## config.mk

```make
export PLATFORM = sky130hd
export DESIGN_NAME = udp_tx_top
export DESIGN_NICKNAME = d
export VERILOG_FILES = /design/src/hdl/frame_pkg.sv /design/src/hdl/net_pkg.sv /design/src/hdl/eth_framer.sv /design/src/hdl/ipv4_framer.sv /design/src/hdl/mii_tx.sv /design/src/hdl/udp_framer.sv /design/src/hdl/udp_tx_top.sv
export SDC_FILE = /design/constraint.sdc
export NUM_CORES = 1
export LEC_CHECK = 0
export BUFFER_PORTS_ARGS = -buffer_cell sky130_fd_sc_hd__buf_2
export CORE_MARGIN = 10
export CORE_UTILIZATION = 55
export CTS_BUF_LIST = sky130_fd_sc_hd__clkbuf_8
export CTS_CLUSTER_DIAMETER = 200
export CTS_CLUSTER_SIZE = 25
export DETAILED_ROUTE_END_ITERATION = 10
export GPL_TIMING_DRIVEN = 0
export PLACE_DENSITY = 0.75
export SYNTH_ARGS = -nofsm -noshare
export SYNTH_HDL_FRONTEND = slang
export SYNTH_HIERARCHICAL = 1
export SYNTH_SLANG_ARGS = --single-unit
```

## constraint.sdc

```tcl
create_clock -name tx_clock -period 7.7 [get_ports tx_clock]
set_input_delay 1.155 -clock tx_clock [delete_from_list [all_inputs] [get_ports tx_clock]]
set_output_delay 1.155 -clock tx_clock [all_outputs]
set_load 0.05 [all_outputs]
```

## src/hdl/frame_pkg.sv

```systemverilog
// byte stream and ethernet framing definitions
package frame_pkg;

  typedef logic [7:0] byte_t;

  // one byte handed down the framer chain
  typedef struct packed {
    byte_t data;
    logic  first;  // first byte of this layer
    logic  last;   // last byte of this layer
  } stream_t;

  // --------------------------------------------------
  // ethernet framing
  // --------------------------------------------------
  localparam int         PREAMBLE_BYTES  = 8;      // includes the SFD
  localparam byte_t      PREAMBLE_BYTE   = 8'h55;
  localparam byte_t      SFD_BYTE        = 8'hD5;
  localparam int         MAC_HDR_BYTES   = 14;
  localparam int         MIN_FRAME_BYTES = 60;     // body without FCS
  localparam int         FCS_BYTES       = 4;
  localparam int         IFG_BYTES       = 12;
  localparam logic [31:0] CRC_POLY       = 32'h04C11DB7;  // used bit reversed

  // framer phases
  typedef enum logic [1:0] {UDP_IDLE, UDP_HDR, UDP_DATA} udp_state_t;
  typedef enum logic [1:0] {IP_IDLE, IP_HDR, IP_DATA} ip_state_t;
  typedef enum logic [2:0] {
    ETH_IDLE, ETH_PRE, ETH_HDR, ETH_DATA, ETH_PAD, ETH_FCS
  } eth_state_t;

endpackage

```

## src/hdl/net_pkg.sv

```systemverilog
// network address and protocol header definitions
package net_pkg;

  // --------------------------------------------------
  // address, port and count types
  // --------------------------------------------------
  typedef logic [47:0] mac_addr_t;  // ethernet station address
  typedef logic [31:0] ip_addr_t;   // ipv4 address, network order
  typedef logic [15:0] udp_port_t;
  typedef logic [15:0] length_t;    // byte count

  // where a frame goes, carried as one group
  typedef struct packed {
    mac_addr_t mac;
    ip_addr_t  ip;
    udp_port_t port;
  } endpoint_t;

  // --------------------------------------------------
  // udp header
  // --------------------------------------------------
  // source port = base + port_id
  localparam udp_port_t UDP_BASE_PORT = 16'd1024;
  localparam length_t   UDP_HDR_BYTES = 16'd8;

  // --------------------------------------------------
  // ipv4 header
  // --------------------------------------------------
  // no options, so IHL is always 5
  localparam length_t    IP_HDR_BYTES = 16'd20;
  localparam logic [7:0] IP_TTL       = 8'd128;
  localparam logic [7:0] IP_PROTO_UDP = 8'd17;

  // --------------------------------------------------
  // ethernet
  // --------------------------------------------------
  localparam logic [15:0] ETHERTYPE_IPV4 = 16'h0800;

endpackage

```

## src/hdl/eth_framer.sv

```systemverilog
// ethernet framing, padding and fcs
module eth_framer import net_pkg::*, frame_pkg::*; (
  input  logic      tx_clock,
  input  logic      rst_n,
  input  logic      start,
  input  mac_addr_t local_mac,
  input  mac_addr_t dest_mac,
  input  stream_t   in_byte,     // ip stream
  input  logic      next,        // pull from mii
  output logic      in_next,
  output stream_t   out_byte
);

  eth_state_t   state;
  length_t      cnt;        // preamble index, body index, then fcs index
  logic [31:0]  crc;        // reflected running remainder
  mac_addr_t    dst_mac;
  logic [111:0] hdr;        // dest mac, source mac, ethertype
  logic         body_pull;

  // one byte through the reflected crc32, lsb first
  function automatic logic [31:0] crc_byte(input logic [31:0] c, input byte_t d);
    logic [31:0] r;
    logic [31:0] poly_r;
    poly_r = {<<{CRC_POLY}};
    r = c ^ {24'h0, d};
    for (int i = 0; i < 8; i++) begin
      r = r[0] ? ((r >> 1) ^ poly_r) : (r >> 1);
    end
    return r;
  endfunction

  always_ff @(posedge tx_clock) begin
    if (start)
      dst_mac <= dest_mac;
  end

  assign hdr       = {dst_mac, local_mac, ETHERTYPE_IPV4};
  assign body_pull = next && (state inside {ETH_HDR, ETH_DATA, ETH_PAD});  // fcs span
  assign in_next   = next && (state == ETH_DATA);

  always_ff @(posedge tx_clock) begin
    if (!rst_n) begin
      state <= ETH_IDLE;
      cnt   <= '0;
      crc   <= '1;
    end else begin
      if (start)
        crc <= '1;
      else if (body_pull)
        crc <= crc_byte(crc, out_byte.data);  // same cycle as consumption

      case (state)
        ETH_IDLE: if (start) begin
          state <= ETH_PRE;
          cnt   <= '0;
        end
        ETH_PRE: if (next) begin
          if (cnt == PREAMBLE_BYTES - 1) begin
            state <= ETH_HDR;
            cnt   <= '0;
          end else begin
            cnt <= cnt + 1'b1;
          end
        end
        ETH_HDR: if (next) begin
          if (cnt == MAC_HDR_BYTES - 1)
            state <= ETH_DATA;
          cnt <= cnt + 1'b1;   // keeps counting body bytes
        end
        ETH_DATA: if (next) begin
          cnt <= cnt + 1'b1;
          if (in_byte.last) begin
            if (cnt < MIN_FRAME_BYTES - 1) begin
              state <= ETH_PAD;  // short frame
            end else begin
              state <= ETH_FCS;
              cnt   <= '0;
            end
          end
        end
        ETH_PAD: if (next) begin
          if (cnt == MIN_FRAME_BYTES - 1) begin
            state <= ETH_FCS;
            cnt   <= '0;
          end else begin
            cnt <= cnt + 1'b1;
          end
        end
        ETH_FCS: if (next) begin
          if (cnt == FCS_BYTES - 1)
            state <= ETH_IDLE;
          cnt <= cnt + 1'b1;
        end
        default: state <= ETH_IDLE;
      endcase
    end
  end

  always_comb begin
    out_byte = '0;
    case (state)
      ETH_PRE: begin
        out_byte.data  = (cnt == PREAMBLE_BYTES - 1) ? SFD_BYTE : PREAMBLE_BYTE;
        out_byte.first = (cnt == '0);
      end
      ETH_HDR:  out_byte.data = hdr[8*(MAC_HDR_BYTES - 1 - int'(cnt)) +: 8];
      ETH_DATA: out_byte.data = in_byte.data;
      ETH_PAD:  out_byte.data = 8'h00;
      ETH_FCS: begin
        out_byte.data = ~crc[8*int'(cnt[1:0]) +: 8];  // lsb byte first
        out_byte.last = (cnt == FCS_BYTES - 1);
      end
      default: ;
    endcase
  end

endmodule

```

## src/hdl/ipv4_framer.sv

```systemverilog
// ipv4 header insertion with header checksum
module ipv4_framer import net_pkg::*, frame_pkg::*; (
  input  logic     tx_clock,
  input  logic     rst_n,
  input  logic     start,
  input  ip_addr_t local_ip,
  input  ip_addr_t dest_ip,
  input  length_t  payload_length,   // user payload, without udp header
  input  stream_t  in_byte,          // udp stream
  input  logic     next,
  output logic     in_next,
  output stream_t  out_byte
);

  ip_state_t    state;
  length_t      cnt;         // header byte index
  length_t      total_len;
  logic [15:0]  ident;       // bumps once per frame
  ip_addr_t     src_ip;
  ip_addr_t     dst_ip;
  logic [159:0] hdr_base;    // checksum field zero
  logic [159:0] hdr_tx;      // checksum filled in
  logic [3:0]   sum_idx;     // sequencer word index
  logic [15:0]  sum;         // end-around-carry accumulator
  logic [15:0]  sum_word;
  logic [16:0]  sum_raw;
  logic         sum_done;

  // header fields fixed for the whole frame
  always_ff @(posedge tx_clock) begin
    if (start) begin
      total_len <= payload_length + IP_HDR_BYTES + UDP_HDR_BYTES;
      src_ip    <= local_ip;
      dst_ip    <= dest_ip;
    end
  end

  assign hdr_base = {8'h45, 8'h00, total_len, ident,
                     16'h4000,                       // don't fragment
                     IP_TTL, IP_PROTO_UDP, 16'h0000,
                     src_ip, dst_ip};
  assign hdr_tx   = hdr_base | {80'h0, ~sum, 64'h0};

  // --------------------------------------------------
  // checksum sequencer, one word per cycle
  // --------------------------------------------------
  assign sum_word = hdr_base[16*(int'(IP_HDR_BYTES / 2) - 1 - int'(sum_idx)) +: 16];
  assign sum_raw  = {1'b0, sum} + {1'b0, sum_word};
  assign sum_done = (sum_idx == 4'(IP_HDR_BYTES / 2));

  always_ff @(posedge tx_clock) begin
    if (!rst_n) begin
      state   <= IP_IDLE;
      cnt     <= '0;
      ident   <= '0;
      sum     <= '0;
      sum_idx <= 4'(IP_HDR_BYTES / 2);  // parked as done
    end else begin
      if (start) begin
        sum     <= '0;
        sum_idx <= '0;
      end else if (!sum_done) begin
        sum     <= sum_raw[15:0] + 16'(sum_raw[16]);  // fold carry back in
        sum_idx <= sum_idx + 1'b1;
      end

      case (state)
        IP_IDLE: if (start) begin
          state <= IP_HDR;
          cnt   <= '0;
        end
        IP_HDR: if (next) begin
          if (cnt == IP_HDR_BYTES - 1'b1)
            state <= IP_DATA;
          cnt <= cnt + 1'b1;
        end
        IP_DATA: if (next && in_byte.last) begin
          state <= IP_IDLE;
          ident <= ident + 1'b1;  // next frame's id
        end
        default: state <= IP_IDLE;
      endcase
    end
  end

  always_comb begin
    out_byte = '0;
    case (state)
      IP_HDR: begin
        out_byte.data  = hdr_tx[8*(int'(IP_HDR_BYTES) - 1 - int'(cnt)) +: 8];
        out_byte.first = (cnt == '0);
      end
      IP_DATA: begin
        out_byte.data = in_byte.data;  // udp datagram as payload
        out_byte.last = in_byte.last;
      end
      default: ;
    endcase
  end

  assign in_next = next && (state == IP_DATA);

  // mac preamble and header give the sequencer far more than ten cycles
  a_csum_before_use: assert property (@(posedge tx_clock) disable iff (!rst_n)
    (state == IP_HDR && cnt == 16'd10 && next) |-> sum_done);

endmodule

```

## src/hdl/mii_tx.sv

```systemverilog
// mii nibble transmitter
module mii_tx import frame_pkg::*; (
  input  logic       tx_clock,
  input  logic       rst_n,
  input  stream_t    in_byte,
  input  logic       frame_go,   // start of frame
  output logic       next_byte,  // consume in_byte
  output logic       ready,      // idle, gap done
  output logic [3:0] PHY_TX,
  output logic       PHY_TX_EN
);

  logic       sending;
  logic       phase;     // 0 low nibble, 1 high nibble
  logic       last_r;    // current byte ends the frame
  logic [3:0] hi_nib;
  logic [5:0] gap_cnt;   // interframe gap, in cycles

  assign next_byte = sending && !phase;

  // nibble data path
  always_ff @(posedge tx_clock) begin
    if (next_byte) begin
      PHY_TX <= in_byte.data[3:0];
      hi_nib <= in_byte.data[7:4];
    end else if (sending) begin
      PHY_TX <= hi_nib;
    end
  end

  always_ff @(posedge tx_clock) begin
    if (!rst_n) begin
      sending   <= 1'b0;
      phase     <= 1'b0;
      last_r    <= 1'b0;
      ready     <= 1'b0;
      gap_cnt   <= '0;
      PHY_TX_EN <= 1'b0;
    end else if (frame_go) begin
      sending <= 1'b1;
      phase   <= 1'b0;
      last_r  <= 1'b0;
      ready   <= 1'b0;
    end else if (sending) begin
      phase     <= !phase;
      PHY_TX_EN <= 1'b1;
      if (!phase) begin
        last_r <= in_byte.last;
      end else if (last_r) begin
        sending <= 1'b0;
        gap_cnt <= 6'(IFG_BYTES * 2);  // two nibbles per gap byte
      end
    end else begin
      PHY_TX_EN <= 1'b0;
      if (gap_cnt != '0)
        gap_cnt <= gap_cnt - 1'b1;
      else
        ready <= 1'b1;
    end
  end

  a_gap_kept: assert property (@(posedge tx_clock) disable iff (!rst_n)
    $rose(PHY_TX_EN) |-> ($past(gap_cnt) == '0));

endmodule

```

## src/hdl/udp_framer.sv

```systemverilog
// udp header insertion
module udp_framer import net_pkg::*, frame_pkg::*; (
  input  logic      tx_clock,
  input  logic      rst_n,
  input  logic      start,           // frame start strobe
  input  logic      run,
  input  endpoint_t dest,
  input  byte_t     port_id,
  input  length_t   payload_length,
  input  byte_t     payload,
  input  logic      next,            // pull from ip framer
  output logic      payload_read,    // pull toward user
  output stream_t   out_byte,
  output endpoint_t dest_held
);

  udp_state_t  state;
  length_t     cnt;        // header index, later payload index
  length_t     len;        // payload length of this frame
  udp_port_t   src_port;
  length_t     udp_len;
  logic [63:0] hdr;        // src port, dst port, length, checksum

  // destination tracks the input until run is set
  always_ff @(posedge tx_clock) begin
    if (!run)
      dest_held <= dest;
  end

  always_ff @(posedge tx_clock) begin
    if (start)
      len <= payload_length;
  end

  assign src_port = UDP_BASE_PORT + {8'h00, port_id};
  assign udp_len  = len + UDP_HDR_BYTES;
  assign hdr      = {src_port, dest_held.port, udp_len, 16'h0000};  // no udp checksum

  always_ff @(posedge tx_clock) begin
    if (!rst_n) begin
      state <= UDP_IDLE;
      cnt   <= '0;
    end else begin
      case (state)
        UDP_IDLE: if (start) begin
          state <= UDP_HDR;
          cnt   <= '0;
        end
        UDP_HDR: if (next) begin
          if (cnt == UDP_HDR_BYTES - 1'b1) begin
            state <= (len == '0) ? UDP_IDLE : UDP_DATA;  // empty payload ends here
            cnt   <= '0;
          end else begin
            cnt <= cnt + 1'b1;
          end
        end
        UDP_DATA: if (next) begin
          if (cnt == len - 1'b1)
            state <= UDP_IDLE;
          cnt <= cnt + 1'b1;
        end
        default: state <= UDP_IDLE;
      endcase
    end
  end

  always_comb begin
    out_byte = '0;
    case (state)
      UDP_HDR: begin
        out_byte.data  = hdr[8*(7 - int'(cnt)) +: 8];  // msb first
        out_byte.first = (cnt == '0);
        out_byte.last  = (cnt == UDP_HDR_BYTES - 1'b1) && (len == '0);
      end
      UDP_DATA: begin
        out_byte.data = payload;           // straight from user
        out_byte.last = (cnt == len - 1'b1);
      end
      default: ;
    endcase
  end

  assign payload_read = next && (state == UDP_DATA);

  // ip framer stops pulling once the last byte is gone
  a_no_pull_when_idle: assert property (@(posedge tx_clock) disable iff (!rst_n)
    (state == UDP_IDLE) |-> !next);

endmodule

```

## src/hdl/udp_tx_top.sv

```systemverilog
// udp transmit path to mii
module udp_tx_top import net_pkg::*, frame_pkg::*; (
  input  logic       tx_clock,
  input  logic       rst_n,
  input  logic       udp_tx_request,
  input  length_t    udp_tx_length,
  input  byte_t      udp_tx_data,
  input  logic       run,
  input  byte_t      port_id,
  input  endpoint_t  dest,
  input  mac_addr_t  local_mac,
  input  ip_addr_t   local_ip,
  output logic       udp_tx_enable,
  output logic       udp_tx_read,
  output logic [3:0] PHY_TX,
  output logic       PHY_TX_EN
);

  stream_t   udp_byte;
  stream_t   ip_byte;
  stream_t   eth_byte;
  logic      udp_pull;    // ip -> udp
  logic      ip_pull;     // eth -> ip
  logic      mii_pull;    // mii -> eth
  logic      mii_ready;
  endpoint_t dest_held;

  // grant only when the line is idle and the gap is over
  assign udp_tx_enable = mii_ready && udp_tx_request;

  udp_framer udp_framer_inst (
    .tx_clock, .rst_n, .start(udp_tx_enable), .run, .dest, .port_id,
    .payload_length(udp_tx_length), .payload(udp_tx_data), .next(udp_pull),
    .payload_read(udp_tx_read), .out_byte(udp_byte), .dest_held
  );

  ipv4_framer ipv4_framer_inst (
    .tx_clock, .rst_n, .start(udp_tx_enable), .local_ip, .dest_ip(dest_held.ip),
    .payload_length(udp_tx_length), .in_byte(udp_byte), .next(ip_pull),
    .in_next(udp_pull), .out_byte(ip_byte)
  );

  eth_framer eth_framer_inst (
    .tx_clock, .rst_n, .start(udp_tx_enable), .local_mac, .dest_mac(dest_held.mac),
    .in_byte(ip_byte), .next(mii_pull), .in_next(ip_pull), .out_byte(eth_byte)
  );

  mii_tx mii_tx_inst (
    .tx_clock, .rst_n, .in_byte(eth_byte), .frame_go(udp_tx_enable),
    .next_byte(mii_pull), .ready(mii_ready), .PHY_TX, .PHY_TX_EN
  );

endmodule

```

Yosys cells after proc, flatten, opt, wreduce, memory -nomap -nowiden
Cells that the tools add are included.
- mux-type cells: 68
- $add $sub $neg: 17
- reductions and logical operators: 32
- shift operators: 5
- equal/unequal tests: 41
- bitwise logic cells: 17
- order comparisons: 1
- operator list (kind ; number):
    $mux 32 ; 8
    $mux 16 ; 13
    $shiftx 160x32->16 ; 1
    $shiftx 160x32->8 ; 1
    $or 159x80->159 ; 1
    $not 13->14 ; 8
    $shiftx 112x32->8 ; 1
    $pmux 16 s5 ; 1
    $add 16x1->16 const B ; 4
    $shiftx 64x32->8 ; 1
    $pmux 16 s3 ; 1
    $mux 3 ; 11
    $add 16x4->16 const B ; 2
    $eq 16x3->1 const B ; 2
    $ne 2x1->1 const B ; 16
    $pmux 16 s2 ; 1
    $pmux 8 s2 ; 2
    $pmux 8 s4 ; 1
    $shiftx 32x6->8 ; 1
    $xor 32x8->32 ; 1
    $mux 6 ; 4
    $mux 2 ; 9
    $pmux 3 s6 ; 1
    $add 16x16->17 ; 1
    47 further kinds ; 89
- bits of input ports: 212
- register bits after elaboration: 382
- word-level logic and storage cells: 208

Logic depth before layout (Yosys ltp)
Gate-level depths: netlist of run 1.
- word-level depth: 22
- depth in mapped cells: 28
- depth with buffers taken out: 24

Cells and area by module
Netlist of run 1, hierarchy kept.
- by module, submodules not included (module ; times used ; cells an instance ; area an instance (um^2) ; seq. area each (um^2)):
    ipv4_framer ; 1 ; 814 ; 8280.4 ; 3483.3
    eth_framer ; 1 ; 511 ; 5813.1 ; 2462.4
    udp_framer ; 1 ; 429 ; 5688.0 ; 3723.6
    mii_tx ; 1 ; 76 ; 837.1 ; 460.4
    udp_tx_top ; 1 ; 1 ; 6.3 ; 0.0

Worst setup path before layout of run 1
OpenSTA, ideal clock, no wires.
- path kind: input-to-reg
- start: input port udp_tx_request
- end: register udp_framer_inst.cnt[12]
- slack: 0.318 ns
- data arrival time: 7.312 ns
- data required time: 7.630 ns
- stages: 7
- cells stage by stage: and2_1 nor2b_1 a2111oi_4 nand4_1 or3_1 or3_1 a21oi_1
- cells in the longest elaborated chain, start to end: 3
- ends and longest elaborated chain (element ; line ; RTL):
    from (decl) ; udp_tx_top.sv:5 ; input logic udp_tx_request,
    $logic_and 1x1->1 ; udp_tx_top.sv:29 ; assign udp_tx_enable = mii_ready && udp_tx_request;
    $ne 2x2->1 (no source line) ; - ;
    $reduce_and 4->1 (no source line) ; - ;
    to (signal assigned) ; udp_framer.sv:54 ; cnt <= cnt + 1'b1;
    to (signal assigned) ; udp_framer.sv:60 ; cnt <= cnt + 1'b1;
    to (decl) ; udp_framer.sv:18 ; length_t cnt;
Every way passes these cells.
A chain may end at the register's enable or synchronous reset.

Final worst setup path of run 1
- start: register ipv4_framer_inst.sum_idx[1]
- end: register ipv4_framer_inst.sum[9]
- cells in the longest elaborated chain, start to end: 4
- elaborated cells on any way between the ends: 5
- ends and longest elaborated chain (element ; line ; RTL):
    from (decl) ; ipv4_framer.sv:23 ; logic [3:0] sum_idx;
    from (signal assigned) ; ipv4_framer.sv:57 ; sum_idx <= 4'(IP_HDR_BYTES / 2);
    from (signal assigned) ; ipv4_framer.sv:64 ; sum_idx <= sum_idx + 1'b1;
    $sub 4x4->5 ; ipv4_framer.sv:47 ; assign sum_word = hdr_base[16*(int'(IP_HDR_BYTES / 2) - 1 - int'(sum_idx)) +: 16];
    $shiftx 160x32->16 ; ipv4_framer.sv:47 ;
    $add 16x16->17 ; ipv4_framer.sv:48 ; assign sum_raw = {1'b0, sum} + {1'b0, sum_word};
    $add 16x1->16 ; ipv4_framer.sv:63 ; sum <= sum_raw[15:0] + 16'(sum_raw[16]);
    to (signal assigned) ; ipv4_framer.sv:63 ;
    to (decl) ; ipv4_framer.sv:24 ; logic [15:0] sum;
Several ways; a longest one is shown, not always the timed one.

==> run_summary.xml, run 1 <==
<?xml version="1.0" encoding="UTF-8"?>
<metrics>
  <group name="outcome">
    <metric name="status" unit="">finished clean</metric>
  </group>
  <group name="timing">
    <metric name="max_freq" unit="GHz">0.143</metric>
    <metric name="layout_setup_ws" unit="ps">706</metric>
    <metric name="fin_skew" unit="ps">43.8</metric>
    <metric name="worst_slew_pin_slew" unit="ps">923</metric>
    <metric name="timing.final.hold_violations" unit="">0</metric>
    <metric name="maxSlewViolCount" unit="">0</metric>
    <metric name="fin_worst_hold_slack" unit="ps">405</metric>
    <metric name="rsz0062_at_grt" unit="">no</metric>
    <metric name="fin_crit_sh" unit="">0.908</metric>
    <metric name="max-slew-margin-rel" unit="">0.383</metric>
    <metric name="setup_violations" unit="">0</metric>
    <metric name="final_period_minus_worst_setup_slack" unit="ps">6990</metric>
    <metric name="fin_tns_setup" unit="ps">0</metric>
  </group>
  <group name="clock_tree">
    <metric name="clock_sink_count" unit="">382</metric>
    <metric name="cts-root-buf" unit="">clkbuf_8</metric>
    <metric name="cts_setup_buffers" unit="">0</metric>
    <metric name="clock_tree.buffer_depth" unit="">3</metric>
    <metric name="clk-insertion-delay-late" unit="ps">590</metric>
    <metric name="cts_tree" unit="">done</metric>
    <metric name="clk_pin_slew_worst_paths" unit="ps">170</metric>
    <metric name="numCtsBuffers" unit="">19</metric>
    <metric name="htree_num_levels" unit="">1</metric>
  </group>
  <group name="finish">
    <metric name="finish.instance_area" unit="µm²">22700</metric>
    <metric name="nets" unit="">2328</metric>
    <metric name="ratio_of_cells_with_drive_above_1_in_the_final_layout" unit="">0.184</metric>
    <metric name="filler_cells_inserted" unit="">3032</metric>
    <metric name="synthToLayoutAreaGrowth" unit="%">10.2</metric>
    <metric name="layout.core_utilization" unit="">0.617</metric>
  </group>
  <group name="min_path">
    <metric name="hold_path_startpoint" unit="">udp_framer_inst/dest_held[42]</metric>
    <metric name="hold_end" unit="">ipv4_framer_inst/dst_ip[26]</metric>
    <metric name="worst_hold_path_type" unit="">register to register</metric>
    <metric name="worstHoldPathCells" unit="">0</metric>
  </group>
  <group name="route">
    <metric name="initialDrtViolationCount" unit="">1322</metric>
    <metric name="vias" unit="">15500</metric>
    <metric name="postRouteAntennaNets" unit="">0</metric>
    <metric name="met2WireLength" unit="µm">26100</metric>
    <metric name="route.layer.met1.wl" unit="µm">23400</metric>
    <metric name="vias_per_cell" unit="">6.07</metric>
    <metric name="drt_pre_antenna_iters" unit="">5</metric>
    <metric name="drt_wl_total" unit="µm">54700</metric>
    <metric name="wl_per_cell" unit="µm">21.4</metric>
    <metric name="met3RoutedLength" unit="µm">3940</metric>
    <metric name="route.top_layer_used" unit="">met5</metric>
    <metric name="post-route-drc-count" unit="">0</metric>
  </group>
  <group name="run">
    <metric name="max_cap_violations" unit="">0</metric>
  </group>
  <group name="global_route">
    <metric name="gr-total-overflow" unit="">0</metric>
    <metric name="grt_first_pass_wirelength" unit="µm">85300</metric>
    <metric name="grt_start_max_net_pins" unit="">75</metric>
    <metric name="global_route_usage_sum" unit="">0.235</metric>
    <metric name="grt_antenna_before_repair" unit="">4</metric>
    <metric name="first_global_vias" unit="">15500</metric>
  </group>
  <group name="setup_path">
    <metric name="timing.rr.end" unit="">ipv4_framer_inst/sum[9]</metric>
    <metric name="worst_r2r_startpoint" unit="">ipv4_framer_inst/sum_idx[1]</metric>
    <metric name="worst_ep_arrival_time" unit="ps">7530</metric>
    <metric name="reg2regPathDepth" unit="">26</metric>
    <metric name="slowest_delay" unit="ps">630</metric>
    <metric name="timing.critical_path.required" unit="ps">8240</metric>
    <metric name="r2r_setup_slack" unit="ps">710</metric>
    <metric name="critical-path-slowest-cell" unit="">nor3b_2</metric>
    <metric name="setup.worst_path.end_class" unit="">register</metric>
    <metric name="setup.worst_path.start_class" unit="">register</metric>
    <metric name="worst-path-max-fanout" unit="">10</metric>
    <metric name="path_common_cell" unit="">ha_1</metric>
    <metric name="timing_worst_setup_path_type" unit="">register to register</metric>
  </group>
  <group name="placed_design">
    <metric name="post_dp_cell_area" unit="µm²">22400</metric>
    <metric name="placement.io_buffers" unit="">218</metric>
    <metric name="hpwl_dp" unit="µm">41400</metric>
    <metric name="place_congestion" unit="">0.940</metric>
    <metric name="dp_worst_setup_slack" unit="ps">490</metric>
  </group>
  <group name="floorplan">
    <metric name="core" unit="µm²">36800</metric>
    <metric name="i_o_pin_count" unit="">219</metric>
    <metric name="floorplan.rows" unit="">70</metric>
    <metric name="start_util" unit="">0.560</metric>
    <metric name="die-width" unit="µm">213</metric>
    <metric name="die_height" unit="µm">213</metric>
    <metric name="die_area" unit="µm²">45600</metric>
  </group>
  <group name="power">
    <metric name="power.switching_fraction" unit="">0.363</metric>
    <metric name="vdd.ir_drop.worst" unit="mV">0.210</metric>
    <metric name="internal-power" unit="mW">3.52</metric>
    <metric name="combinationalPowerShare" unit="">0.374</metric>
    <metric name="power.clock.fraction" unit="">0.155</metric>
    <metric name="power.leakage" unit="nW">8.20</metric>
    <metric name="powerDensity" unit="nW/µm²">243</metric>
    <metric name="p_seq_frac" unit="">0.471</metric>
    <metric name="p_switching" unit="mW">2.00</metric>
  </group>
  <group name="synth">
    <metric name="yosys_warnings" unit="">6</metric>
    <metric name="post_synth_design_cell_area" unit="µm²">20600</metric>
    <metric name="synth_fp_nets" unit="">2086</metric>
    <metric name="syn-mean-instance-area" unit="µm²">11.3</metric>
    <metric name="post_synth_inst_count" unit="">1825</metric>
  </group>
</metrics>
[critical path: cells and delay by family, from the launching register on]
kind,cells,cell delay (ps)
DFF,1,370
muxes,1,130
buffers and inverters,5,1500
adders and majority gates,3,910
and+or+nand+nor,10,2190
AOI/OAI and AO/OA,7,1840
[through the flow]
step | std cells | total power [mW]
floorplan | 1825 | 4.12
global placement | 2511 | 4.63
detailed placement | 2514 | 4.66
CTS | 2547 | 5.51
global route | 2550 | 5.82
finish | 2551 | 5.52
[flip-flops by register name, summed over array words and instances, names as in the netlist, 32 cells and up]
register                   cells
udp_framer_inst/dest_held     96
ipv4_framer_inst/src_ip       32
eth_framer_inst/crc           32
eth_framer_inst/dst_mac       48
ipv4_framer_inst/dst_ip       32
[cell usage in the layout (no fill, tap or decap), types with 8 or more instances in the layout]
| cell type | n |
|---|---|
| a211oi_1 | 14 |
| a21boi_0 | 8 |
| a21o_1 | 8 |
| a21oi_1 | 93 |
| a22oi_1 | 22 |
| a31oi_1 | 9 |
| and2_1 | 30 |
| and3_1 | 25 |
| buf_1 | 9 |
| buf_2 | 231 |
| buf_6 | 10 |
| clkbuf_1 | 58 |
| clkbuf_8 | 19 |
| dfxtp_1 | 134 |
| edfxtp_1 | 248 |
| ha_1 | 48 |
| inv_1 | 59 |
| mux2_2 | 11 |
| mux2i_1 | 52 |
| mux4_2 | 49 |
| nand2_1 | 153 |
| nand2b_1 | 12 |
| nand3_1 | 48 |
| nand4_1 | 24 |
| nor2_1 | 119 |
| nor2b_1 | 33 |
| nor3_1 | 33 |
| nor4_1 | 16 |
| o211ai_1 | 27 |
| o21ai_0 | 87 |
| o21ai_1 | 13 |
| o22ai_1 | 12 |
| or3_1 | 21 |
| xnor2_1 | 107 |
| xor2_1 | 70 |
[area by class of cell]
class	instances	area, µm²	share of cell area
flip-flops and latches	382	10100	0.446
multi-input cells	1296	9790	0.431
repair buffers	221	1170	0.0517
well taps	468	586	0.0258
plain buffers	97	490	0.0216
clock buffers	19	262	0.0115
inverters	50	190	0.00838
clock inverters	14	68.8	0.00303
diodes	4	10.0	0.000441
[worst max-delay path by stage]
| stage | cells past startpoint | to | slack, ps | from |
|---|---|---|---|---|
| 2_1_floorplan | 7 | udp_framer_inst/cnt[12] | 320 | udp_tx_request |
| 3_3_place_gp | 8 | udp_framer_inst/cnt[14] | -1350 | udp_tx_request |
| 3_5_place_dp | 26 | ipv4_framer_inst/sum[9] | 490 | ipv4_framer_inst/sum_idx[1] |
| 4_1_cts | 26 | ipv4_framer_inst/sum[9] | 410 | ipv4_framer_inst/sum_idx[1] |
| 5_1_grt | 26 | ipv4_framer_inst/sum[9] | 330 | ipv4_framer_inst/sum_idx[1] |
| 6_report | 26 | ipv4_framer_inst/sum[9] | 710 | ipv4_framer_inst/sum_idx[1] |
[routing by layer]
layer	vias up	track usage
li1	7247	-
met5	-	0
met1	7485	0.321
met3	86	0.0315
met2	653	0.393
met4	2	0.0523
[timing repair]
item                       4_1_cts  5_1_grt
hold buffers                     0        0
resized for setup                0        1
setup endpoints to repair        0        2
[power groups by stage]
stage / Sequential [mW] / Clock (mW) / Combinational, mW
2_1_floorplan: 2.63 / 0 / 1.50
3_3_place_gp: 2.67 / 0 / 1.96
3_5_place_dp: 2.64 / 0 / 2.02
4_1_cts: 2.59 / 0.881 / 2.04
5_1_grt: 2.62 / 0.950 / 2.25
6_report: 2.60 / 0.856 / 2.07
Note: power is estimated with default switching activity, not from simulation.
==> run 2: changes to the inputs <==
- BUFFER_PORTS_ARGS: -buffer_cell sky130_fd_sc_hd__buf_2 -> -buffer_cell sky130_fd_sc_hd__clkbuf_2
==> run 2 against run 1 <==
Against the previous run: power shrank 0.35%; design area is essentially flat; first-iteration DRC count grew 2.1%; sequential cell count is the same; fmax shrank 1.3%; critical path depth shrank 1; clock-buffer cell count is the same; sequential power is essentially flat; clock skew grew 7.3 ps; critical endpoint unchanged.
==> run_summary.xml, run 2 (synthesis gave the netlist of run 1 again) <==
<?xml version="1.0" encoding="UTF-8"?>
<metrics>
  <group name="finish">
    <metric name="largest_register_ff_count" unit="">96</metric>
    <metric name="synthToLayoutAreaGrowth" unit="%">10.3</metric>
    <metric name="largest_registers" unit="">udp_framer_inst/dest_held (96), eth_framer_inst/dst_mac (48)</metric>
    <metric name="max_flop_register" unit="">udp_framer_inst/dest_held</metric>
    <metric name="most-common-layout-cells" unit="">edfxtp_1 (248), clkbuf_2 (219), nand2_1 (153)</metric>
    <metric name="layout.cells.most_common" unit="">edfxtp_1</metric>
    <metric name="finish.instance_area" unit="µm²">22700</metric>
    <metric name="register_area" unit="µm²">10100</metric>
    <metric name="ratio_of_cells_with_drive_above_1_in_the_final_layout" unit="">0.185</metric>
    <metric name="filler_cells_inserted" unit="">3049</metric>
    <metric name="combined_area_of_the_multi_input_logic_cells" unit="µm²">9790</metric>
    <metric name="nets" unit="">2328</metric>
  </group>
  <group name="floorplan">
    <metric name="die-width" unit="µm">213</metric>
    <metric name="i_o_pin_count" unit="">219</metric>
    <metric name="die_area" unit="µm²">45600</metric>
    <metric name="start_util" unit="">0.560</metric>
    <metric name="die_height" unit="µm">213</metric>
    <metric name="core" unit="µm²">36800</metric>
    <metric name="floorplan.rows" unit="">70</metric>
  </group>
  <group name="min_path">
    <metric name="hold_path_startpoint" unit="">udp_framer_inst/dest_held[17]</metric>
    <metric name="worst_hold_path_type" unit="">register to register</metric>
    <metric name="hold_end" unit="">ipv4_framer_inst/dst_ip[1]</metric>
    <metric name="worstHoldPathCells" unit="">0</metric>
  </group>
  <group name="power">
    <metric name="vdd.ir_drop.worst" unit="mV">0.214</metric>
    <metric name="internal-power" unit="mW">3.52</metric>
    <metric name="power.switching_fraction" unit="">0.360</metric>
    <metric name="combinationalPowerShare" unit="">0.373</metric>
    <metric name="powerDensity" unit="nW/µm²">242</metric>
    <metric name="power.leakage" unit="nW">8.24</metric>
    <metric name="p_switching" unit="mW">1.98</metric>
    <metric name="power.clock.fraction" unit="">0.155</metric>
    <metric name="p_seq_frac" unit="">0.472</metric>
  </group>
  <group name="route">
    <metric name="initialDrtViolationCount" unit="">1350</metric>
    <metric name="drt_wl_total" unit="µm">53500</metric>
    <metric name="post-route-drc-count" unit="">0</metric>
    <metric name="vias_per_cell" unit="">6.03</metric>
    <metric name="vias" unit="">15400</metric>
    <metric name="drt_pre_antenna_iters" unit="">5</metric>
    <metric name="wl_per_cell" unit="µm">21.0</metric>
    <metric name="postRouteAntennaNets" unit="">0</metric>
  </group>
  <group name="clock_tree">
    <metric name="cts_setup_buffers" unit="">0</metric>
    <metric name="clock_sink_count" unit="">382</metric>
    <metric name="clk-insertion-delay-late" unit="ps">610</metric>
    <metric name="cts_tree" unit="">done</metric>
    <metric name="clk_pin_slew_worst_paths" unit="ps">180</metric>
    <metric name="clock_tree.buffer_depth" unit="">3</metric>
    <metric name="cts-root-buf" unit="">clkbuf_8</metric>
    <metric name="numCtsBuffers" unit="">19</metric>
    <metric name="htree_num_levels" unit="">1</metric>
  </group>
  <group name="setup_path">
    <metric name="slowest_delay" unit="ps">640</metric>
    <metric name="crit_buf_inv" unit="">4</metric>
    <metric name="setup.worst_path.start_class" unit="">register</metric>
    <metric name="timing.critical_path.max_delay_family" unit="">simple AND/OR/NAND/NOR gates</metric>
    <metric name="timing_worst_setup_path_type" unit="">register to register</metric>
    <metric name="critical-path-slowest-cell" unit="">nor3b_2</metric>
    <metric name="worst_r2r_startpoint" unit="">ipv4_framer_inst/sum_idx[1]</metric>
    <metric name="r2r_setup_slack" unit="ps">620</metric>
    <metric name="path_common_cell" unit="">ha_1</metric>
    <metric name="worst-path-max-fanout" unit="">10</metric>
    <metric name="worst_ep_arrival_time" unit="ps">7640</metric>
    <metric name="timing.rr.end" unit="">ipv4_framer_inst/sum[9]</metric>
    <metric name="reg2regPathDepth" unit="">25</metric>
    <metric name="timing.critical_path.required" unit="ps">8250</metric>
    <metric name="setup.worst_path.end_class" unit="">register</metric>
  </group>
  <group name="global_route">
    <metric name="grt_antenna_before_repair" unit="">0</metric>
    <metric name="grt_start_max_net_pins" unit="">78</metric>
    <metric name="first_global_vias" unit="">15500</metric>
    <metric name="gr-total-overflow" unit="">0</metric>
    <metric name="global_route_usage_sum" unit="">0.233</metric>
    <metric name="grt_first_pass_wirelength" unit="µm">84300</metric>
  </group>
  <group name="timing">
    <metric name="fin_worst_hold_slack" unit="ps">414</metric>
    <metric name="max-slew-margin-rel" unit="">0.366</metric>
    <metric name="timing.final.hold_violations" unit="">0</metric>
    <metric name="worst_slew_pin_slew" unit="ps">948</metric>
    <metric name="setup_violations" unit="">0</metric>
    <metric name="fin_skew" unit="ps">51.2</metric>
    <metric name="rsz0062_at_grt" unit="">no</metric>
    <metric name="final_period_minus_worst_setup_slack" unit="ps">7080</metric>
    <metric name="fin_tns_setup" unit="ps">0</metric>
    <metric name="maxSlewViolCount" unit="">0</metric>
    <metric name="max_freq" unit="GHz">0.141</metric>
    <metric name="fin_crit_sh" unit="">0.920</metric>
  </group>
  <group name="placed_design">
    <metric name="placement.io_buffers" unit="">218</metric>
    <metric name="hpwl_dp" unit="µm">41100</metric>
    <metric name="place_congestion" unit="">0.950</metric>
    <metric name="post_dp_cell_area" unit="µm²">22400</metric>
  </group>
  <group name="run">
    <metric name="max_cap_violations" unit="">0</metric>
  </group>
  <group name="outcome">
    <metric name="status" unit="">finished clean</metric>
  </group>
</metrics>
run 2: cell count changes in the layout (fill, tap and decap cells not counted):
| cell | delta |
|---|---|
| clkinvlp_4 | +1 |
| clkbuf_2 | +218 |
| buf_2 | -218 |
| diode_2 | -2 |
run 2: worst register-to-register path: stages, from the launching register on:
cell      delay, ps
dfxtp_1         380
clkbuf_1        460
clkinv_1        430
ha_1            390
clkbuf_1        300
nor2b_1         300
nor3b_2         640
a22oi_1         310
o21ai_0         350
ha_1            390
and3_4          240
a221oi_4        390
o211ai_1        180
a31oi_1         330
nor2b_1          90
o21ai_0         170
nand2b_1        110
ha_1            220
and3_1          190
nand3b_1        150
nor4b_2          90
and3_1          190
buf_2           150
mux2i_1         140
or3_1           370
nand3_1          80
run 2: worst max-delay path by stage:
stage / startpoint / endpoint / slack, ps / depth (start not counted)
2_1_floorplan: udp_tx_request / udp_framer_inst/cnt[12] / 320 / 7
3_5_place_dp: ipv4_framer_inst/sum_idx[1] / ipv4_framer_inst/sum[9] / 490 / 25
3_3_place_gp: udp_tx_request / udp_framer_inst/cnt[14] / -1310 / 8
6_report: ipv4_framer_inst/sum_idx[1] / ipv4_framer_inst/sum[9] / 620 / 25
5_1_grt: ipv4_framer_inst/sum_idx[1] / ipv4_framer_inst/sum[9] / 260 / 25
4_1_cts: ipv4_framer_inst/sum_idx[1] / ipv4_framer_inst/sum[9] / 410 / 25
run 2: power by group through the flow:
stage               clock network (mW)  registers, mW  logic, mW
floorplan                            0           2.63       1.50
global placement                     0           2.67       1.96
detailed placement                   0           2.64       2.02
CTS                              0.885           2.60       2.03
global route                     0.953           2.62       2.24
finish                           0.854           2.60       2.05
run 2: cell type report:
class	count	share of cell area
clock inverter	15	0.00336
clock buffer	19	0.0115
buffer	97	0.0216
antenna	2	0.000220
timing repair buffer	221	0.0517
sequential	382	0.446
inverter	50	0.00838
tap	468	0.0258
multi-input combinational	1296	0.431
run 2: timing repair:
item,in CTS,in global routing
gates resized for setup,0,1
setup endpoints to repair,0,6
hold buffers,0,0
run 2: metal layers:
| layer | track usage | wire length [µm] | vias up | part of all wire |
|---|---|---|---|---|
| met1 | 0.313 | 22800 | 7465 | 0.43 |
| met5 | 0 | 0 | - | 0 |
| met3 | 0.0394 | 3710 | 88 | 0.069 |
| li1 | - | - | 7245 | - |
| met4 | 0.0653 | 1360 | 0 | 0.025 |
| met2 | 0.385 | 25600 | 584 | 0.48 |
run 2: per-stage QoR:
stage | total power [mW] | utilization | setup slack, ps | instances
floorplan | 4.12 | - | 318 | 1825
global placement | 4.63 | 0.605 | -1310 | 2511
detailed placement | 4.66 | 0.608 | 487 | 2514
CTS | 5.51 | 0.617 | 408 | 2548
global route | 5.81 | 0.617 | 258 | 2548
finish | 5.50 | 0.617 | 616 | 2550
==> run 3: changes to the inputs <==
- CORE_UTILIZATION: 55 -> 30
- GPL_TIMING_DRIVEN: 0 -> 1
- PLACE_DENSITY: 0.75 -> 0.46
==> run 3 against run 2 <==
Against the previous run: power down 0.13%; sequential share of layout area shrank 0.13 points; critical path type unchanged; clock skew grew 27 ps; combinational power decreased by 7%; design area rose by 0.33%.
==> run_summary.xml, run 3 (synthesis gave the netlist of run 1 again) <==
<?xml version="1.0" encoding="UTF-8"?>
<metrics>
  <group name="clock_tree">
    <metric name="cts_tree" unit="">done</metric>
    <metric name="htree_num_levels" unit="">1</metric>
    <metric name="clk-insertion-delay-late" unit="ps">660</metric>
    <metric name="cts_setup_buffers" unit="">0</metric>
    <metric name="numCtsBuffers" unit="">19</metric>
    <metric name="clk_pin_slew_worst_paths" unit="ps">160</metric>
    <metric name="clock_sink_count" unit="">382</metric>
    <metric name="number_of_gates_given_a_new_drive_strength_after_cts" unit="">0</metric>
    <metric name="clock_tree.buffer_depth" unit="">3</metric>
    <metric name="cts-root-buf" unit="">clkbuf_8</metric>
    <metric name="cts.hold.buffers_added" unit="">0</metric>
  </group>
  <group name="finish">
    <metric name="largest_register_ff_count" unit="">96</metric>
    <metric name="max_flop_register" unit="">udp_framer_inst/dest_held</metric>
    <metric name="most-common-layout-cells" unit="">edfxtp_1 (248), clkbuf_2 (218), nand2_1 (153)</metric>
    <metric name="layout.core_utilization" unit="">0.337</metric>
    <metric name="layout.cells.most_common" unit="">edfxtp_1</metric>
    <metric name="nets" unit="">2246</metric>
    <metric name="finalNonFillerCells" unit="">2873</metric>
    <metric name="filler_cells_inserted" unit="">6784</metric>
    <metric name="finish.instance_area" unit="µm²">22800</metric>
    <metric name="ratio_of_cells_with_drive_above_1_in_the_final_layout" unit="">0.188</metric>
    <metric name="synthToLayoutAreaGrowth" unit="%">10.6</metric>
    <metric name="largest_registers" unit="">udp_framer_inst/dest_held (96), eth_framer_inst/dst_mac (48)</metric>
  </group>
  <group name="min_path">
    <metric name="worstHoldPathCells" unit="">0</metric>
    <metric name="hold_path_startpoint" unit="">udp_framer_inst/dest_held[31]</metric>
    <metric name="worst_hold_path_type" unit="">register to register</metric>
    <metric name="hold_end" unit="">ipv4_framer_inst/dst_ip[15]</metric>
  </group>
  <group name="global_route">
    <metric name="gr-total-overflow" unit="">0</metric>
    <metric name="grt_start_max_net_pins" unit="">70</metric>
    <metric name="grt_antenna_before_repair" unit="">2</metric>
    <metric name="grt_first_pass_wirelength" unit="µm">89100</metric>
    <metric name="first_global_vias" unit="">14600</metric>
    <metric name="global_route_usage_sum" unit="">0.144</metric>
  </group>
  <group name="floorplan">
    <metric name="i_o_pin_count" unit="">219</metric>
    <metric name="die_area" unit="µm²">79500</metric>
    <metric name="start_util" unit="">0.304</metric>
    <metric name="core" unit="µm²">67600</metric>
    <metric name="die-width" unit="µm">282</metric>
    <metric name="die_height" unit="µm">282</metric>
    <metric name="floorplan.rows" unit="">95</metric>
  </group>
  <group name="timing">
    <metric name="timing.final.hold_violations" unit="">0</metric>
    <metric name="layout_setup_ws" unit="ps">1210</metric>
    <metric name="max-slew-margin-rel" unit="">0.273</metric>
    <metric name="fin_worst_hold_slack" unit="ps">406</metric>
    <metric name="max_freq" unit="GHz">0.154</metric>
    <metric name="setup_violations" unit="">0</metric>
    <metric name="worst_slew_pin_slew" unit="ps">1090</metric>
    <metric name="final_period_minus_worst_setup_slack" unit="ps">6490</metric>
    <metric name="rsz0062_at_grt" unit="">no</metric>
    <metric name="fin_crit_sh" unit="">0.843</metric>
    <metric name="fin_skew" unit="ps">78.0</metric>
    <metric name="maxSlewViolCount" unit="">0</metric>
    <metric name="fin_tns_setup" unit="ps">0</metric>
  </group>
  <group name="run">
    <metric name="max_cap_violations" unit="">0</metric>
  </group>
  <group name="placed_design">
    <metric name="placement.io_buffers" unit="">218</metric>
    <metric name="post-place-cells" unit="">2837</metric>
    <metric name="hpwl_dp" unit="µm">44700</metric>
    <metric name="dp_worst_setup_slack" unit="ps">1250</metric>
    <metric name="place_congestion" unit="">0.875</metric>
    <metric name="post_dp_cell_area" unit="µm²">22400</metric>
  </group>
  <group name="route">
    <metric name="vias_per_cell" unit="">5.04</metric>
    <metric name="post-route-drc-count" unit="">0</metric>
    <metric name="vias" unit="">14500</metric>
    <metric name="wl_per_cell" unit="µm">20.4</metric>
    <metric name="drt_pre_antenna_iters" unit="">5</metric>
    <metric name="initialDrtViolationCount" unit="">988</metric>
    <metric name="postRouteAntennaNets" unit="">0</metric>
    <metric name="drt_wl_total" unit="µm">58700</metric>
  </group>
  <group name="power">
    <metric name="vdd.ir_drop.worst" unit="mV">0.116</metric>
    <metric name="power.leakage" unit="nW">8.07</metric>
    <metric name="fin_total_pwr" unit="mW">5.49</metric>
    <metric name="powerDensity" unit="nW/µm²">241</metric>
  </group>
  <group name="outcome">
    <metric name="status" unit="">finished clean</metric>
  </group>
  <group name="setup_path">
    <metric name="worst_ep_arrival_time" unit="ps">7060</metric>
    <metric name="timing_worst_setup_path_type" unit="">register to register</metric>
    <metric name="setup.worst_path.end_class" unit="">register</metric>
    <metric name="timing.critical_path.required" unit="ps">8270</metric>
    <metric name="worst-path-max-fanout" unit="">27</metric>
    <metric name="reg2regPathDepth" unit="">23</metric>
    <metric name="r2r_setup_slack" unit="ps">1210</metric>
    <metric name="setup.worst_path.start_class" unit="">register</metric>
    <metric name="timing.rr.end" unit="">ipv4_framer_inst/sum[9]</metric>
    <metric name="worst_r2r_startpoint" unit="">ipv4_framer_inst/sum_idx[1]</metric>
  </group>
</metrics>
-- run 3: cell types whose count changed in the layout (fill, tap and decap cells not counted), moves of 9 or more --
cell | previous run | this run
buf_1 | 9 | 0
buf_4 | 2 | 18
buf_6 | 10 | 0
clkbuf_1 | 58 | 0
buf_2 | 13 | 0
-- run 3: area by class of cell --
cell class              instances  area, µm²  share of cell area
inverters                      50        190             0.00835
multi-input cells            1296       9790               0.430
clock buffers                  19        262              0.0115
well taps                     873       1090              0.0480
repair buffers                236       1230              0.0538
flip-flops and latches        382      10100               0.445
clock inverters                15       76.3             0.00335
diodes                          2       5.00            0.000220
-- run 3: how the worst max path moves through the flow --
stage                         endpoint  depth (start not counted)  slack, ps                         from
2_1_floorplan  udp_framer_inst/cnt[12]                          7        320               udp_tx_request
4_1_cts        ipv4_framer_inst/sum[9]                         23       1210  ipv4_framer_inst/sum_idx[1]
3_3_place_gp   ipv4_framer_inst/sum[9]                         23       1420  ipv4_framer_inst/sum_idx[1]
6_report       ipv4_framer_inst/sum[9]                         23       1210  ipv4_framer_inst/sum_idx[1]
5_1_grt        ipv4_framer_inst/sum[9]                         23        530  ipv4_framer_inst/sum_idx[1]
3_5_place_dp   ipv4_framer_inst/sum[9]                         23       1250  ipv4_framer_inst/sum_idx[1]
-- run 3: power breakdown --
group / leakage, nW / internal [mW] / switching, mW
combinational: 4.43 / 0.772 / 1.14
sequential: 3.41 / 2.46 / 0.224
clock: 0.216 / 0.243 / 0.650
total: 8.07 / 3.48 / 2.02
-- run 3: critical path: stages, from the launching register on --
cell	delay, ps
dfxtp_1	340
buf_4	320
clkinv_1	290
ha_1	530
nor2b_1	290
nor3b_1	910
a22oi_1	220
o21ai_0	320
ha_1	410
a21o_1	240
a221oi_1	350
o211ai_1	150
a31oi_1	270
nor2b_1	70
o21ai_0	150
nand2b_1	100
ha_1	210
and3_1	170
nand3b_1	130
nor4b_2	90
and3_1	260
mux2i_1	150
or3_1	380
nand3_1	80
-- run 3: layer usage --
layer / routed length (µm) / share of wire / global-route usage
met2: 28400 / 0.48 / 0.242
met1: 26600 / 0.45 / 0.193
met5: 13 / 0.00022 / 0
met3: 2540 / 0.043 / 0.0212
met4: 1050 / 0.018 / 0.0303
